File: src/common/mem_cfg_pkg.sv
/* Geometry of the 2-way cache and the backing memory. Line size and latency are fixed;
   the controller burst timing follows from line_words and mem_lat. */
package mem_cfg_pkg;

   // Word and byte address widths
   localparam int word_w = 16;
   localparam int addr_w = 16;

   // Address split {tag, index, word select, byte bit}
   localparam int tag_w      = 5;
   localparam int index_w    = 8;
   localparam int word_sel_w = 2;
   localparam int word_lsb   = 1;
   localparam int index_lsb  = word_lsb + word_sel_w;
   localparam int tag_lsb    = index_lsb + index_w;

   // Line and set geometry
   localparam int line_words = 4;
   localparam int sets       = 1 << index_w;

   // Main memory of 32K words with a fixed read latency
   localparam int mem_aw  = addr_w - 1;
   localparam int mem_lat = 2;

   // Fill burst ends once the last in-flight read has returned
   localparam int fill_last = line_words + mem_lat - 1;
   localparam int cnt_w     = $clog2(fill_last + 1);

   typedef logic [word_w-1:0] word_t;
   typedef logic [addr_w-1:0] addr_t;

endpackage

File: src/hdl/burst_counter.sv
/* Burst word counter. Free running while inc is high; the controller clears it
   at the end of every burst, clr has priority over inc. */
`timescale 1ns/10ps

module burst_counter
   import mem_cfg_pkg::*;
(
   input  logic             clk,
   input  logic             arst_n,
   input  logic             clr,
   input  logic             inc,
   output logic [cnt_w-1:0] count,
   output logic             wb_last,
   output logic             fill_last
);

   always_ff @(posedge clk or negedge arst_n) begin
      if (!arst_n) begin
         count <= '0;
      end else if (clr) begin
         count <= '0;
      end else if (inc) begin
         count <= count + 1'b1;
      end
   end

   // Last word of a write-back
   assign wb_last   = (count == cnt_w'(line_words - 1));
   // Last returning word of a fill
   assign fill_last = (count == cnt_w'(mem_cfg_pkg::fill_last));

endmodule

File: config.mk
export PLATFORM = sky130hd
export DESIGN_NAME = burst_counter
export DESIGN_NICKNAME = d
export VERILOG_FILES = /design/src/common/mem_cfg_pkg.sv /design/src/hdl/burst_counter.sv
export SDC_FILE = /design/constraint.sdc
export NUM_CORES = 1
export LEC_CHECK = 0
export BUFFER_PORTS_ARGS = -buffer_cell sky130_fd_sc_hd__buf_2
export CAP_MARGIN = 40
export CORE_AREA = 2 2 39 41
export DETAILED_ROUTE_END_ITERATION = 10
export DIE_AREA = 0 0 41 43
export MAX_ROUTING_LAYER = met4
export SYNTH_ARGS = -nofsm -noshare
export SYNTH_HDL_FRONTEND = slang
export SYNTH_SLANG_ARGS = --single-unit
File: constraint.sdc
create_clock -name clk -period 1.25 [get_ports clk]
set_clock_uncertainty 0.2 [all_clocks]
set_input_delay 0.375 -clock clk [delete_from_list [all_inputs] [get_ports clk]]
set_output_delay 0.375 -clock clk [all_outputs]
set_load 0.02 [all_outputs]
; After elaboration in Yosys (flattened, before gate mapping)
; Index checks and enable logic that the tools add are counted.
; Widths: inputs -> output; s select.
[op_classes]
addsub = 1
eq_ne = 2
n_mux = 2
n_reduce_logical = 1
[op_table]
columns = op, count
row1 = $mux 3, 2
row2 = $add 3x1->3 const B, 1
row3 = $eq 3x2->1 const B, 1
row4 = $eq 3x3->1 const B, 1
row5 = $reduce_bool 2->1, 1
[totals]
ff_bits = 3
input_bits = 4
wordCells = 7

; Logic depth before layout (Yosys ltp)
[logic_depth]
depth_word = 3
ltp_mapped = 4

; Worst setup path after synthesis
; No wires, ideal clock.
[synth_timing]
kind = reg2out
start = register count[0]
end = output port wb_last
arrival_ns = 0.947
path_slack_ns = -0.272
stages_incl_launch_ff = 3
n_path_buf = 0
cell_sequence = dfrtp_1 -> ha_1 -> ha_1
[synth_via]
elab_chain_len = 1
[synth_rtl]
columns = item, line
row1 = start: declaration, burst_counter.sv:12  ; output logic [cnt_w-1:0] count,
row2 = start signal: assignment, burst_counter.sv:23  ; count <= count + 1'b1;
row3 = $eq 3x2->1, burst_counter.sv:28  ; assign wb_last = (count == cnt_w'(line_words - 1));
row4 = end: declaration, burst_counter.sv:13  ; output logic wb_last,
; No other way between the ends.

; Worst setup path after layout
; Ends and elaborated chain as after synthesis.

==> impl_metrics.json <==
{
  "hp-class": "in2reg",
  "start_kind": "flip-flop",
  "routabilityCongestion": 0.650,
  "intPower_mw": 0.299,
  "ios": 9,
  "synth_top_family_by_area": "adder cells",
  "coreArea_mm2": 0.00138,
  "gr-usage-met2_pct": 6.88,
  "max-clock-path-buffers": 2,
  "drt_wl_total_um": 435,
  "hold_depth": 2,
  "critical_path_arrival_ns": 1.10,
  "crit_type": "reg2out",
  "power.switching_mw": 0.109,
  "p_sw_share_pct": 26.7,
  "area.sequential_um2": 77.6,
  "grt_overflow_total": 0,
  "hpwlAfterDp_um": 311,
  "placed_cell_area_um2": 293,
  "peakVddDrop_mv": 0.219,
  "ff2ff_path_depth": 4,
  "die_area_mm2": 0.00176,
  "slew_headroom_pct": 90.7,
  "ys_ff_latch": 3,
  "synth_cells": 16,
  "port-buffer-count": 8,
  "die_w_um": 41,
  "top_regs": "count x3",
  "ys_warn_count": 0,
  "multi_input_comb_area_um2": 133,
  "cp_max_fo": 3,
  "top_register": "count",
  "layout_commonest_cell": "buf_6",
  "insertion_delay_ns": 0.23,
  "power_per_cell_area_mw_per_mm2": 1010,
  "wl_per_cell_um": 8.37,
  "rsz0062_at_grt": "true",
  "synthAdderAreaFrac_pct": 21.7,
  "synth_compound_area_share_pct": 9.42,
  "first_global_vias": 166,
  "worst_slew_pin_slew_ns": 0.139,
  "critPathRequiredTime_ns": 0.68,
  "violations": "setup timing",
  "period_minus_slack_ns": 1.67,
  "status": "finished with violations",
  "cts_htree_levels": 1,
  "vias": 178,
  "finalNetCount": 44,
  "fillers": 149,
  "synth.distinct_cells": 10,
  "antenna_found_initial": 0,
  "final-hold-violation-count": 0,
  "p_seq_share_pct": 28.8,
  "grtUsageMet1_pct": 6.82,
  "cts-root-buf": "clkbuf_4",
  "synth_area_leaders": "dfrtp_1, ha_1, a21oi_2, xnor2_1, a211oi_1",
  "avgViaCountPerCell": 3.42,
  "syn_avg_cell_area_um2": 10.8,
  "setup_viol": 7,
  "synth_area_um2": 173,
  "p_comb_share_pct": 29.8,
  "synthSimpleGateAreaFrac_pct": 15.9,
  "numClockSinks": 3,
  "rows": 14,
  "yosys.area.top_type_share_pct": 43.5,
  "use_met3_pct": 3.14,
  "synthesis.nets": 23,
  "antenna_left": 0,
  "grtUsageTotal_pct": 6.60,
  "yosys.area_share.xor_xnor_pct": 5.07,
  "leakage_nw": 0.184,
  "final_cell_mix": "buf_6, buf_4, clkbuf_4, buf_2",
  "fin_ws_ns": -0.422,
  "final_area_um2": 405,
  "grt_max_degree": 6,
  "power_mw": 0.408,
  "fin_crit_sh_pct": 134,
  "clk_pin_slew_worst_paths_ns": 0.04,
  "numCtsBuffers": 3,
  "drc": 0,
  "synth_top_area_cell": "dfrtp_1",
  "drv_cap": 0,
  "grt_most_used_layer": "met4",
  "ys_seq_area_share_pct": 43.5,
  "drive_above_1_share_pct": 77.8,
  "synth_mux_area_share_pct": 0,
  "largest_reg_flops": 3,
  "synthToLayoutAreaGrowth_pct": 135,
  "diodes": 0,
  "critPathCaptureType": "output pin",
  "fin_util_pct": 29.3,
  "firstDrtPassIters": 2,
  "die_h_um": 43,
  "first_iter_violations": 1,
  "floorplan.initialDensity_pct": 12.5,
  "slew_violations": 0,
  "cts_tree": "yes",
  "fmax_ghz": 0.598,
  "grt_pass1_wl_um": 627,
  "p_clk_share_pct": 41.4
}
[cell usage after synthesis, drive strengths merged]
cell,number
nor2,2
a21oi,1
and2,1
xnor2,1
a211oi,1
nand2b,1
inv,2
dfrtp,3
ha,3
or2b,1
[kinds of logic after synthesis]
group | after synthesis
AND/OR/NAND/NOR | 5
adder cells (fa/ha/maj) | 3
flip-flops | 3
AO/OA/AOI/OAI | 2
buffers and inverters | 2
XOR/XNOR | 1
[final timing paths]
path,from,to,slack [ns]
worst max-delay path,count[0],wb_last,-0.42
worst min-delay path,clr,count[1],0.13
worst max register to register,count[1],count[1],-0.10
worst min register to register,count[2],count[2],0.52
max in group asynchronous,arst_n,count[0],0.46
min in group asynchronous,arst_n,count[2],0.27
[power groups by stage]
stage	logic, mW	registers, mW	clock network (mW)
after floorplan	0.0323	0.129	0
final	0.121	0.117	0.169
after detailed placement	0.0795	0.119	0
after CTS	0.113	0.117	0.177
after global placement	0.0778	0.119	0
after global routing	0.132	0.118	0.184
[per-stage QoR]
step	worst slack, ns	std cells	hold slack (ns)	setup TNS (ns)
6_report	-0.422	52	0.132	-1.64
5_1_grt	-0.452	52	0.133	-1.89
4_1_cts	-0.436	51	0.128	-1.67
2_1_floorplan	-0.148	16	-0.121	-0.449
3_5_place_dp	-0.214	43	-0.0248	-0.537
3_3_place_gp	-0.211	43	-0.0244	-0.517
[layout make-up]
cell class,instances,share of cell area [%]
clock buffers,4,6.48
inverters,2,1.85
multi-input cells,11,32.7
well taps,16,4.94
flip-flops and latches,3,19.1
repair buffers,16,34.9
[routing by layer]
| metal | part of all wire, % | wire [um] |
|---|---|---|
| met5 | 0 | 0 |
| met4 | 4.4 | 19 |
| met3 | 10 | 44 |
| met2 | 42 | 183 |
| met1 | 43 | 189 |
[critical path, stage by stage, from the launching register on]
cell     delay, ns
dfrtp_2       0.43
ha_4          0.17
ha_4          0.14
buf_6         0.12
[repair_timing]
action,4_1_cts,5_1_grt
endpoints found under the setup margin,7,7
gates resized for setup,12,1
hold endpoints to repair,3,0
hold buffers,1,0
cloned,0,0
setup buffers,3,1
pin swaps,1,1
Power figures use the tool's default switching activity.
