==> config.mk <==
export PLATFORM = sky130hd
export DESIGN_NAME = cache_ctrl
export DESIGN_NICKNAME = d
export VERILOG_FILES = /design/src/common/mem_cfg_pkg.sv /design/src/common/ctrl_pkg.sv /design/src/cache/cache_ctrl.sv
export SDC_FILE = /design/constraint.sdc
export NUM_CORES = 1
export LEC_CHECK = 0
export ABC_AREA = 1
export BUFFER_PORTS_ARGS = -buffer_cell sky130_fd_sc_hd__buf_2
export CAP_MARGIN = 20
export CORE_AREA = 2 2 91 93
export CTS_BUF_LIST = sky130_fd_sc_hd__clkbuf_4
export CTS_CLUSTER_DIAMETER = 50
export CTS_CLUSTER_SIZE = 10
export DETAILED_ROUTE_END_ITERATION = 10
export DIE_AREA = 0 0 93 95
export MAX_ROUTING_LAYER = met4
export PLACE_DENSITY = 0.83
export SYNTH_ARGS = -nofsm -noshare
export SYNTH_HDL_FRONTEND = slang
export SYNTH_SLANG_ARGS = --single-unit
export TNS_END_PERCENT = 20
==> constraint.sdc <==
create_clock -name clk -period 3 [get_ports clk]
set_input_delay 0.6 -clock clk [delete_from_list [all_inputs] [get_ports clk]]
set_output_delay 0.6 -clock clk [all_outputs]
set_load 0.01 [all_outputs]
==> src/common/mem_cfg_pkg.sv <==
/* Geometry of the 2-way cache and the backing memory. Line size and latency are fixed;
   the controller burst timing follows from line_words and mem_lat. */
package mem_cfg_pkg;

   // Word and byte address widths
   localparam int word_w = 16;
   localparam int addr_w = 16;

   // Address split {tag, index, word select, byte bit}
   localparam int tag_w      = 5;
   localparam int index_w    = 8;
   localparam int word_sel_w = 2;
   localparam int word_lsb   = 1;
   localparam int index_lsb  = word_lsb + word_sel_w;
   localparam int tag_lsb    = index_lsb + index_w;

   // Line and set geometry
   localparam int line_words = 4;
   localparam int sets       = 1 << index_w;

   // Main memory of 32K words with a fixed read latency
   localparam int mem_aw  = addr_w - 1;
   localparam int mem_lat = 2;

   // Fill burst ends once the last in-flight read has returned
   localparam int fill_last = line_words + mem_lat - 1;
   localparam int cnt_w     = $clog2(fill_last + 1);

   typedef logic [word_w-1:0] word_t;
   typedef logic [addr_w-1:0] addr_t;

endpackage

==> src/common/ctrl_pkg.sv <==
/* Controller types shared by the FSM, the ways and main memory.
   Field order inside each struct is MSB first. */
package ctrl_pkg;
   import mem_cfg_pkg::*;

   // Controller states
   typedef enum logic [2:0] {
      idle       = 3'd0,
      lookup     = 3'd1,
      write_back = 3'd2,
      fill       = 3'd3,
      finish     = 3'd4
   } ctrl_state_e;

   // CPU operation held for the length of a request
   typedef enum logic {
      op_rd = 1'b0,
      op_wr = 1'b1
   } cpu_op_e;

   // Command to one cache way
   typedef struct packed {
      logic  en;        // way selected
      logic  comp;      // tag compare access
      logic  write;     // write access
      logic  valid_in;  // valid bit for a non-compare write
      addr_t addr;      // byte address of the word
      word_t wdata;     // word to store
   } cache_cmd_t;

   // Response of one way in the same cycle as its command
   typedef struct packed {
      logic             hit;
      logic             valid;
      logic             dirty;
      logic [tag_w-1:0] tag;    // stored tag of the indexed set
      word_t            rword;  // selected word of the line
   } way_status_t;

   // One main memory access
   typedef struct packed {
      logic  rd;
      logic  wr;
      addr_t addr;   // byte address with bit 0 ignored
      word_t wdata;
   } mem_req_t;

endpackage

==> src/cache/cache_ctrl.sv <==
/* Request FSM for the 2-way write-back cache. One request at a time, stall high outside idle.
   Miss timing is fixed by mem_lat; a set byte bit ends the request with err. */
`timescale 1ns/10ps

module cache_ctrl
   import mem_cfg_pkg::*;
   import ctrl_pkg::*;
(
   input  logic             clk,
   input  logic             arst_n,
   input  addr_t            addr,
   input  word_t            data_in,
   input  logic             rd,
   input  logic             wr,
   input  way_status_t      st0,
   input  way_status_t      st1,
   input  logic [cnt_w-1:0] count,
   input  logic             wb_last,
   input  logic             fill_last,
   input  word_t            mem_rdata,
   output cache_cmd_t       cmd0,
   output cache_cmd_t       cmd1,
   output logic             cnt_clr,
   output logic             cnt_inc,
   output mem_req_t         mem_req,
   output word_t            data_out,
   output logic             done,
   output logic             stall,
   output logic             cache_hit,
   output logic             err
);

   ctrl_state_e state_q, state_d;

   // Captured request
   addr_t   addr_q;
   word_t   data_q;
   cpu_op_e op_q;

   // Replacement state
   logic victim_q;
   logic fill_way_q;
   logic pick_way;

   logic                  misaligned;
   logic [index_w-1:0]    idx;
   logic [word_sel_w-1:0] fill_sel;
   way_status_t           st_pick;
   way_status_t           st_sel;
   cache_cmd_t            cmd;
   logic                  en0, en1;

   assign misaligned = addr_q[0];
   assign idx        = addr_q[index_lsb +: index_w];

   // Word written into the way mem_lat counts behind its read
   assign fill_sel = word_sel_w'(count - cnt_w'(mem_lat));

   // Fill way is the first invalid way, else the toggled victim
   always_comb begin
      if (!st0.valid) begin
         pick_way = 1'b0;
      end else if (!st1.valid) begin
         pick_way = 1'b1;
      end else begin
         pick_way = ~victim_q;
      end
   end

   assign st_pick = pick_way ? st1 : st0;
   assign st_sel  = fill_way_q ? st1 : st0;

   // Hit word in lookup, fill way word in finish
   assign data_out = st1.hit ? st1.rword : st0.rword;
   assign stall    = (state_q != idle);

   // Both ways see the same command, only the enable differs
   always_comb begin
      cmd0    = cmd;
      cmd0.en = en0;
      cmd1    = cmd;
      cmd1.en = en1;
   end

   //////////////////////////////
   // Next state and outputs
   //////////////////////////////
   always_comb begin
      state_d   = state_q;
      cmd       = '0;
      en0       = 1'b0;
      en1       = 1'b0;
      mem_req   = '0;
      cnt_clr   = 1'b0;
      cnt_inc   = 1'b0;
      done      = 1'b0;
      cache_hit = 1'b0;
      err       = 1'b0;

      case (state_q)
         idle: begin
            cnt_clr = 1'b1;
            if (rd || wr) begin
               state_d = lookup;
            end
         end

         lookup: begin
            cnt_clr    = 1'b1;
            // Compare read or compare write in both ways
            cmd.comp   = 1'b1;
            cmd.write  = (op_q == op_wr);
            cmd.addr   = addr_q;
            cmd.wdata  = data_q;
            en0        = ~misaligned;
            en1        = ~misaligned;
            if (misaligned) begin
               done    = 1'b1;
               err     = 1'b1;
               state_d = idle;
            end else if (st0.hit || st1.hit) begin
               done      = 1'b1;
               cache_hit = 1'b1;
               state_d   = idle;
            end else if (st_pick.valid && st_pick.dirty) begin
               state_d = write_back;
            end else begin
               state_d = fill;
            end
         end

         write_back: begin
            // Read the old line word by word, store it at its old tag
            cmd.addr      = {addr_q[addr_w-1:index_lsb], count[word_sel_w-1:0], 1'b0};
            en0           = ~fill_way_q;
            en1           = fill_way_q;
            mem_req.wr    = 1'b1;
            mem_req.addr  = {st_sel.tag, idx, count[word_sel_w-1:0], 1'b0};
            mem_req.wdata = st_sel.rword;
            cnt_inc       = ~wb_last;
            cnt_clr       = wb_last;
            if (wb_last) begin
               state_d = fill;
            end
         end

         fill: begin
            // Reads go out at the first line_words counts
            mem_req.rd   = (count < cnt_w'(line_words));
            mem_req.addr = {addr_q[addr_w-1:index_lsb], count[word_sel_w-1:0], 1'b0};
            // Returning words are stored from count mem_lat on
            cmd.write    = (count >= cnt_w'(mem_lat));
            cmd.valid_in = 1'b1;
            cmd.addr     = {addr_q[addr_w-1:index_lsb], fill_sel, 1'b0};
            cmd.wdata    = mem_rdata;
            en0          = ~fill_way_q;
            en1          = fill_way_q;
            cnt_inc      = ~fill_last;
            cnt_clr      = fill_last;
            if (fill_last) begin
               state_d = finish;
            end
         end

         finish: begin
            // Line is resident now, so the compare access hits
            cmd.comp  = 1'b1;
            cmd.write = (op_q == op_wr);
            cmd.addr  = addr_q;
            cmd.wdata = data_q;
            en0       = ~fill_way_q;
            en1       = fill_way_q;
            done      = 1'b1;
            state_d   = idle;
         end

         default: begin
            state_d = idle;
         end
      endcase
   end

   // State and replacement bits
   always_ff @(posedge clk or negedge arst_n) begin
      if (!arst_n) begin
         state_q    <= idle;
         victim_q   <= 1'b0;
         fill_way_q <= 1'b0;
      end else begin
         state_q <= state_d;
         if (state_q == lookup && !misaligned) begin
            victim_q   <= ~victim_q;
            fill_way_q <= pick_way;
         end
      end
   end

   // Request capture where rd wins over wr
   always_ff @(posedge clk) begin
      if (state_q == idle && (rd || wr)) begin
         addr_q <= addr;
         data_q <= data_in;
         op_q   <= rd ? op_rd : op_wr;
      end
   end

endmodule

==> Word-level counts from Yosys, hierarchy flattened <==
Index checks and enable logic that the tools add are counted.
{ "word_totals": {"regBits": 38, "latch_bits": 0, "ram_bits": 0, "mem_bits_ro": 0, "inputBits": 105, "word_cells": 66, "memories": 0} }
{ "classes": {"n_addsub": 1, "multipliers": 0, "n_div": 0, "magnitude_cmp": 2, "eq_ne": 7, "shifts": 0, "muxes": 33, "n_bitwise": 5, "reduce_logical": 12} }
{ "op_table": {"columns": ["op", "n"], "rows": [
  ["16-bit one-hot mux with 2 select lines", 2],
  ["16-bit one-hot mux with 3 select lines", 1],
  ["16-bit two-way mux", 2],
  ["23-bit two-way mux", 1],
  ["21-bit two-way mux", 1],
  ["3-bit two-way mux", 5],
  ["1-bit two-way mux", 14],
  ["3-bit one-hot mux with 4 select lines", 1],
  ["1-bit one-hot mux with 2 select lines", 5],
  ["3-bit by 2-bit == test with 1-bit output (second input constant)", 2],
  ["2-bit != test (second input constant)", 3],
  ["1-bit inverter", 5],
  ["2-bit OR reduction", 2],
  ["3-bit by 1-bit == test with 1-bit output (second input constant)", 1],
  ["3-bit == test (second input constant)", 1],
  ["3-bit by 2-bit greater-or-equal comparator with 1-bit output (second input constant)", 1],
  ["1-bit logical AND", 3],
  ["3-bit logical NOT", 1],
  ["3-bit less-than comparator (second input constant)", 1],
  ["1-bit one-hot mux with 3 select lines", 1],
  ["3-bit AND reduction", 1],
  ["3-bit nonzero test", 1],
  ["3-bit OR reduction", 1],
  ["1-bit logical OR", 2],
  ["2 further kinds", 2]
]} }

==> Logic depth before layout (Yosys ltp) <==
Gate-level depths: netlist of run 1.
{ "logic_depth": {"word_depth": 9, "depth_mapped": 8, "depth_no_buf": 8} }

==> Least setup slack after synthesis of run 1 <==
Ideal clock, no wire load.
{ "synth_timing": {"path_type": "register to register", "startpoint": "reg state_q[0]", "endpoint": "reg addr_q[0] (enable)", "setup_ns": 0.423, "arrival_time_ns": 2.187, "t_required_ns": 2.577, "slack_ns": 0.390, "stages_incl_launch_ff": 4, "n_path_buf": 0, "period_less_slack_ns": 2.610, "cell_sequence": "dfrtp_1 nor2_1 nand2_1 nor2_1"} }
{ "synth_via": {"elab_chain_cells": 2} }
{ "synth_rtl": {"columns": ["item", "line_no", "rtl"], "rows": [
  ["start, declared", "cache_ctrl.sv:33", "ctrl_state_e state_q, state_d;"],
  ["start signal, assigned", "cache_ctrl.sv:186", "state_q <= idle;"],
  ["start signal, assigned", "cache_ctrl.sv:190", "state_q <= state_d;"],
  ["3-bit logical NOT", "cache_ctrl.sv:200", "if (state_q == idle && (rd || wr)) begin"],
  ["1-bit logical AND", "cache_ctrl.sv:200", null],
  ["end signal, assigned", "cache_ctrl.sv:201", "addr_q <= addr;"],
  ["end, declared", "cache_ctrl.sv:36", "addr_t addr_q;"]
]} }
Every way passes these cells.
A chain may end at the register's enable or synchronous reset.

==> Final worst setup path of run 1 <==
{ "layout_timing": {"startpoint": "reg state_q[0]", "endpoint": "out cnt_inc"} }
{ "layout_via": {"elab_chain_cells": 2, "word_cells_on_any_way": 3} }
{ "layout_rtl": {"columns": ["item", "line_no", "rtl"], "rows": [
  ["3-bit by 2-bit == test with 1-bit output", "cache_ctrl.sv:100", "case (state_q)"],
  ["1-bit one-hot mux with 2 select lines *", "cache_ctrl.sv:100", null],
  ["end, declared", "cache_ctrl.sv:24", "output logic cnt_inc,"]
]} }
Mark *: on every way between the ends. The rest lies on a longest branch, timed or not.

==> results of run 1 <==
## logic make-up after synthesis
group	synth area share, %
xor gates and xnor gates	0.3301
and+or+nand+nor	19.75
AOI/OAI and AO/OA	15.32
other	0.1413
DFF	42.06
buffers and inverters	22.40
## worst register-to-register path: cells and delay by family (launching register included)
| kind | cells | cell delay, ns |
|---|---|---|
| buffers and inverters | 1 | 0.30 |
| flip-flops | 1 | 0.47 |
| AND/OR/NAND/NOR | 3 | 0.90 |
## routing by layer
| layer | vias up | routed length, um | GRT usage (%) |
|---|---|---|---|
| met5 | - | 0 | - |
| met4 | 0 | 74 | 4.534 |
| met3 | 11 | 741 | 3.831 |
| met2 | 169 | 4385 | 34.78 |
| met1 | 1307 | 3179 | 19.07 |
| li1 | 1422 | - | - |
## sequential cells by signal, summed over array words and instances, names as in the netlist
| register | count |
|---|---|
| victim_q | 1 |
| op_q | 1 |
| data_q | 16 |
| addr_q | 16 |
| fill_way_q | 1 |
| state_q | 3 |
## metrics by stage
stage / hold WS [ns] / area (um2) / utilization, % / worst slack, ns
4_1_cts: 0.03611 / 3696 / 46.62 / 0.3396
6_report: 0.05285 / 3696 / 46.62 / 0.3668
2_1_floorplan: 0.3044 / 2654 / - / 0.3898
3_3_place_gp: 0.4212 / 3590 / 45.28 / 0.8660
3_5_place_dp: 0.4268 / 3590 / 45.28 / 0.7483
5_1_grt: 0.03152 / 3696 / 46.62 / 0.1373
## layout make-up
class	instances	area, um2
fill	792	4232
timing repair buffer	236	1194
sequential	38	1116
multi-input combinational	195	950.9
inverter	52	197.7
tap	105	131.4
clock inverter	3	68.82
clock buffer	5	37.54
## final timing paths
path / startpoint / end / slack [ns] / cells after the start
setup / recovery: state_q[0] / cnt_inc / 0.37 / 6
hold / removal: arst_n / fill_way_q / 0.05 / 1
setup reg to reg: state_q[0] / addr_q[10] / 1.03 / 4
hold reg to reg: victim_q / victim_q / 0.60 / 2
max in group asynchronous: arst_n / state_q[0] / 2.81 / 1
min in group clk: data_in[8] / data_q[8] / 0.42 / 1
## power breakdown
part	leakage (nW)	switching [mW]	internal (mW)	total, mW
combinational	1.77	1.35	0.807	2.15
sequential	0.376	0.106	0.784	0.889
clock	0.0554	0.181	0.261	0.442
## cells in the final DEF, fill, tap and decap left out, types with 2 or more instances in the layout
| cell | netlist | routed |
|---|---|---|
| bufinv_16 | 0 | 2 |
| nand3_1 | 4 | 4 |
| inv_2 | 2 | 2 |
| clkbuf_4 | 0 | 5 |
| inv_1 | 49 | 49 |
| edfxtp_1 | 33 | 33 |
| a22o_1 | 16 | 16 |
| dfrtp_1 | 5 | 5 |
| buf_4 | 39 | 5 |
| buf_2 | 2 | 231 |
| nand2_2 | 2 | 2 |
| nand2_1 | 52 | 52 |
| o31ai_2 | 3 | 3 |
| nand4_1 | 2 | 2 |
| nand3b_1 | 2 | 2 |
| nor2_4 | 1 | 2 |
| o21ai_0 | 20 | 20 |
| a21oi_1 | 19 | 19 |
| nor2_1 | 64 | 63 |
| o31ai_1 | 2 | 2 |
==> reports/qor.yml, run 1 <==
timing:
  rsz0062_at_grt: "false"
  finalSetupViolCount: 0
  post-route-period-util_pct: 87.77
  fmaxAchievable_mhz: 379.8
  slew_headroom_pct: 56.85
  slew_violations: 0
  fin_tns_setup_ns: 0
  hold_viol: 0
  skew_ns: 0.01059
  tightest_slew_ns: 0.6457
  fin_crit_ns: 2.633
floorplan:
  fp.dieH_um: 95
  initial_core_util_pct: 33.48
  dieArea_mm2: 0.008835
  rows: 33
  coreArea_mm2: 0.007928
  num_io_pins: 233
  die_w_um: 93
global_routing:
  grt_pass1_vias: 2619
  antenna_found_initial: 0
  grt_max_degree: 34
  grt_pass1_wl_um: 12250
  grt_overflow: 0
  grt.total_usage_pct: 18.21
finish:
  fin_cells: 634
  n_antenna_cell: 0
  area_growth_syn_to_layout_pct: 39.27
  layout-drive-gt1-share_pct: 48.20
  finalNetCount: 633
synthesis:
  yosys.cell_count.top_type: "nor2_1"
  synth_edf_count: 33
  yosysTopAreaCell: "edfxtp_1"
  ys_seq_area_share_pct: 42.06
  synth_nets: 444
  netlist_area_mm2: 0.002654
  synthTopCellsByArea: "edfxtp_1 (37%), buf_4 (11%), nor2_1 (9.1%)"
  synth.ff_latch_count: 38
  synth_commonest_cells: "nor2_1 (64), nand2_1 (52), inv_1 (49)"
  synth_top_area_share_pct: 37.34
  yosys_warnings: 0
  netlist_instances: 339
  synth.distinct_cells: 29
  synth_flop_cell: "edfxtp_1"
  postSynthAreaPerCell_um2: 7.828
  synthArstFlopShare_pct: 13.16
min_path:
  worst_hold_path_type: "input pin to asynchronous set/reset pin"
detailed_routing:
  remaining_drc_errors: 0
  via_per_inst: 4.588
  totalWireLength_um: 8380
  first_pass_iters: 4
  wire_per_inst_um: 13.22
  ant_nets: 0
  drt_iter0_drc: 100
  vias: 2909
critical_path:
  cp_slowest_stage_delay_ns: 0.52
  crit_path_max_fanout: 27
  required_ns: 2.40
  path_delay_family: "simple AND/OR/NAND/NOR gates"
  critPathSlowestCell: "nor2_4"
  critical_path_class: "flop to output pin"
  path_buf_inv: 2
  worstPathArrival_ns: 2.03
  setup.worst_path.start_class: "flop"
  end_kind: "output pin"
  path_cells: "nand2_1 -> nor2_4 -> nand2_2 -> and2_1 -> inv_1 -> buf_2"
run_status:
  status: "finished clean"
clocking:
  clockBufferDepth: 2
  cts.clk_slew.worst_paths_ns: 0.12
  cts_setup_buffers: 0
  cts_made_buffers: 5
  cts_root_buffer: "clkbuf_4"
  cts.sinks: 38
  cts_hold_buf: 0
  insertion_delay_ns: 0.34
  cts-resized-gates: 0
  cts-htree-levels: 2
  cts_tree: "built"
power:
  leakage_nw: 2.205
  power.density_mw_per_mm2: 943.0
  power_mw: 3.485
  vdd_drop_max_v: 0.0005105
placement:
  post-place-cells: 626
  io_buffers: 231
  hpwlAfterDp_um: 6828
  gp_congestion: 0.8064
job:
  cap_violations: 0
No activity file was read; power rests on OpenSTA's default activity.
==> run 2, diff against run 1 <==
--- a/config.mk
+++ b/config.mk
@@ -8,14 +8,14 @@
 export ABC_AREA = 1
 export BUFFER_PORTS_ARGS = -buffer_cell sky130_fd_sc_hd__buf_2
 export CAP_MARGIN = 20
-export CORE_AREA = 2 2 91 93
+export CORE_AREA = 2 2 90 92
 export CTS_BUF_LIST = sky130_fd_sc_hd__clkbuf_4
 export CTS_CLUSTER_DIAMETER = 50
 export CTS_CLUSTER_SIZE = 10
 export DETAILED_ROUTE_END_ITERATION = 10
-export DIE_AREA = 0 0 93 95
+export DIE_AREA = 0 0 92 94
 export MAX_ROUTING_LAYER = met4
-export PLACE_DENSITY = 0.83
+export PLACE_DENSITY = 0.85
 export SYNTH_ARGS = -nofsm -noshare
 export SYNTH_HDL_FRONTEND = slang
 export SYNTH_SLANG_ARGS = --single-unit
==> constraint.sdc (replaced) <==
create_clock -name clk -period 3.04 [get_ports clk]
set_input_delay 0.608 -clock clk [delete_from_list [all_inputs] [get_ports clk]]
set_output_delay 0.608 -clock clk [all_outputs]
set_load 0.01 [all_outputs]
==> run 2 against run 1 <==
Compared with the run above:
- sequential power down 1%
- routed wire length rose by 0.17%
- total power down 4.3%
- clock power decreased by 20%
- highest routed layer unchanged
- non-clock buffer count fell by 2
- critical path depth is the same
- first-iteration DRC count up 56%
==> reports/qor.yml, run 2 (synthesized netlist as in run 1, its figures left out) <==
floorplan:
  initial_core_util_pct: 34.88
  die_w_um: 92
  rows: 32
  dieArea_mm2: 0.008648
  coreArea_mm2: 0.007607
  num_io_pins: 233
  fp.dieH_um: 94
finish:
  fillers: 744
  post-route-util_pct: 48.03
  fin_cells: 629
  mostFrequentLayoutCells: "buf_2 (231), nor2_1 (63), nand2_1 (52)"
  final_common_cell: "buf_2"
  finalNetCount: 631
  area_growth_syn_to_layout_pct: 37.67
  top_regs: "addr_q: 16 flops, data_q: 16 flops, state_q: 3 flops"
  final_cell_area_mm2: 0.003654
  n_antenna_cell: 0
  layout-drive-gt1-share_pct: 48.01
placement:
  hpwlAfterDp_um: 6793
  placed_area_mm2: 0.003571
  io_buffers: 231
  gp_congestion: 0.8140
  post-place-cells: 621
  place_ws_ns: 0.7639
timing:
  post-route-period-util_pct: 86.76
  skew_ns: 0.01110
  fin_tns_setup_ns: 0
  finalSetupViolCount: 0
  holdWs_ns: 0.06687
  slew_headroom_pct: 39.17
  slew_violations: 0
  worst_slack_ns: 0.4024
  fin_crit_ns: 2.638
  tightest_slew_ns: 0.9102
  fmaxAchievable_mhz: 379.1
  rsz0062_at_grt: "false"
  hold_viol: 0
power:
  pwr-share-seq_pct: 26.3
  vdd_drop_max_v: 0.0005558
  power_frac_clock_pct: 10.7
  combPwrFrac_pct: 63.0
  power_mw: 3.335
  swShare_pct: 47.57
  intPower_mw: 1.749
  power.density_mw_per_mm2: 912.9
  power_switching_mw: 1.586
  leakage_nw: 2.186
clocking:
  cts.clk_slew.worst_paths_ns: 0.12
  cts_hold_buf: 0
  clockBufferDepth: 2
  cts_root_buffer: "clkbuf_4"
  cts_made_buffers: 5
  cts_setup_buffers: 0
  cts.sinks: 38
  insertion_delay_ns: 0.33
  cts-htree-levels: 2
  cts_tree: "built"
  cts-resized-gates: 0
detailed_routing:
  first_pass_iters: 5
  remaining_drc_errors: 0
  via_per_inst: 4.644
  ant_nets: 0
  totalWireLength_um: 8394
  drt_iter0_drc: 156
  vias: 2921
  wire_per_inst_um: 13.34
critical_path:
  worstSetupStartpoint: "state_q[2]"
  worstPathArrival_ns: 2.03
  critical_path_class: "flop to output pin"
  required_ns: 2.43
  end_kind: "output pin"
  setup.worst_path.start_class: "flop"
  crit_path_max_fanout: 22
  reg2reg_from: "state_q[0]"
global_routing:
  antenna_found_initial: 0
  grt.total_usage_pct: 18.94
  grt_pass1_wl_um: 12800
  grt_overflow: 0
  grt_max_degree: 34
  grt_pass1_vias: 2771
run_status:
  status: "finished clean"
job:
  cap_violations: 0
min_path:
  worst_hold_path_type: "input pin to asynchronous set/reset pin"
==> run 2: cell count changes in the layout (fill, tap and decap cells not counted), sizes merged <==
cell,previous run,this run
bufinv,2,1
clkinv,1,0
clkbuf,5,7
buf,236,234
==> run 2: path summary, 6_finish.rpt <==
check                           cells after the start         end  slack (ns)
worst max-delay path                                6    cmd0[16]        0.40
worst min-delay path                                1    victim_q        0.07
worst max register to register                      3   addr_q[5]        1.03
worst min register to register                      2    victim_q        0.58
max in group asynchronous                           1  state_q[1]        2.84
min in group clk                                    1   data_q[7]        0.44
==> run 2: critical path: stages, from the launching register on <==
cell and delay, ns:
dfrtp_1 0.51, inv_4 0.12, nand3_1 0.17, nand2_2 0.39, inv_2 0.07, nor2_1 0.24
buf_2 0.19
==> run 2: area by class of cell <==
cell class / count / area (um2) / share of cell area (%)
clock buffer: 7 / 52.55 / 1.438
clock inverter: 1 / 30.03 / 0.8219
inverter: 52 / 197.7 / 5.411
multi-input combinational: 195 / 950.9 / 26.03
sequential: 38 / 1116 / 30.55
tap: 102 / 127.6 / 3.493
timing repair buffer: 234 / 1179 / 32.26
==> run 2: power groups by stage <==
stage,Clock (mW),Sequential (mW),Combinational (mW)
floorplan,0,0.845,1.64
global placement,0,0.880,2.07
detailed placement,0,0.890,2.12
CTS,0.367,0.877,2.13
global route,0.386,0.901,2.32
finish,0.355,0.878,2.10
==> run 2: layer usage <==
metal / routed length (um) / global-route usage, % / part of all wire (%) / vias to the layer above
met5: 0 / - / 0 / -
met1: 3096 / 20.16 / 37 / 1306
met2: 4379 / 35.78 / 52 / 179
li1: - / - / - / 1422
met3: 799 / 4.093 / 9.5 / 14
met4: 119 / 4.726 / 1.4 / 0
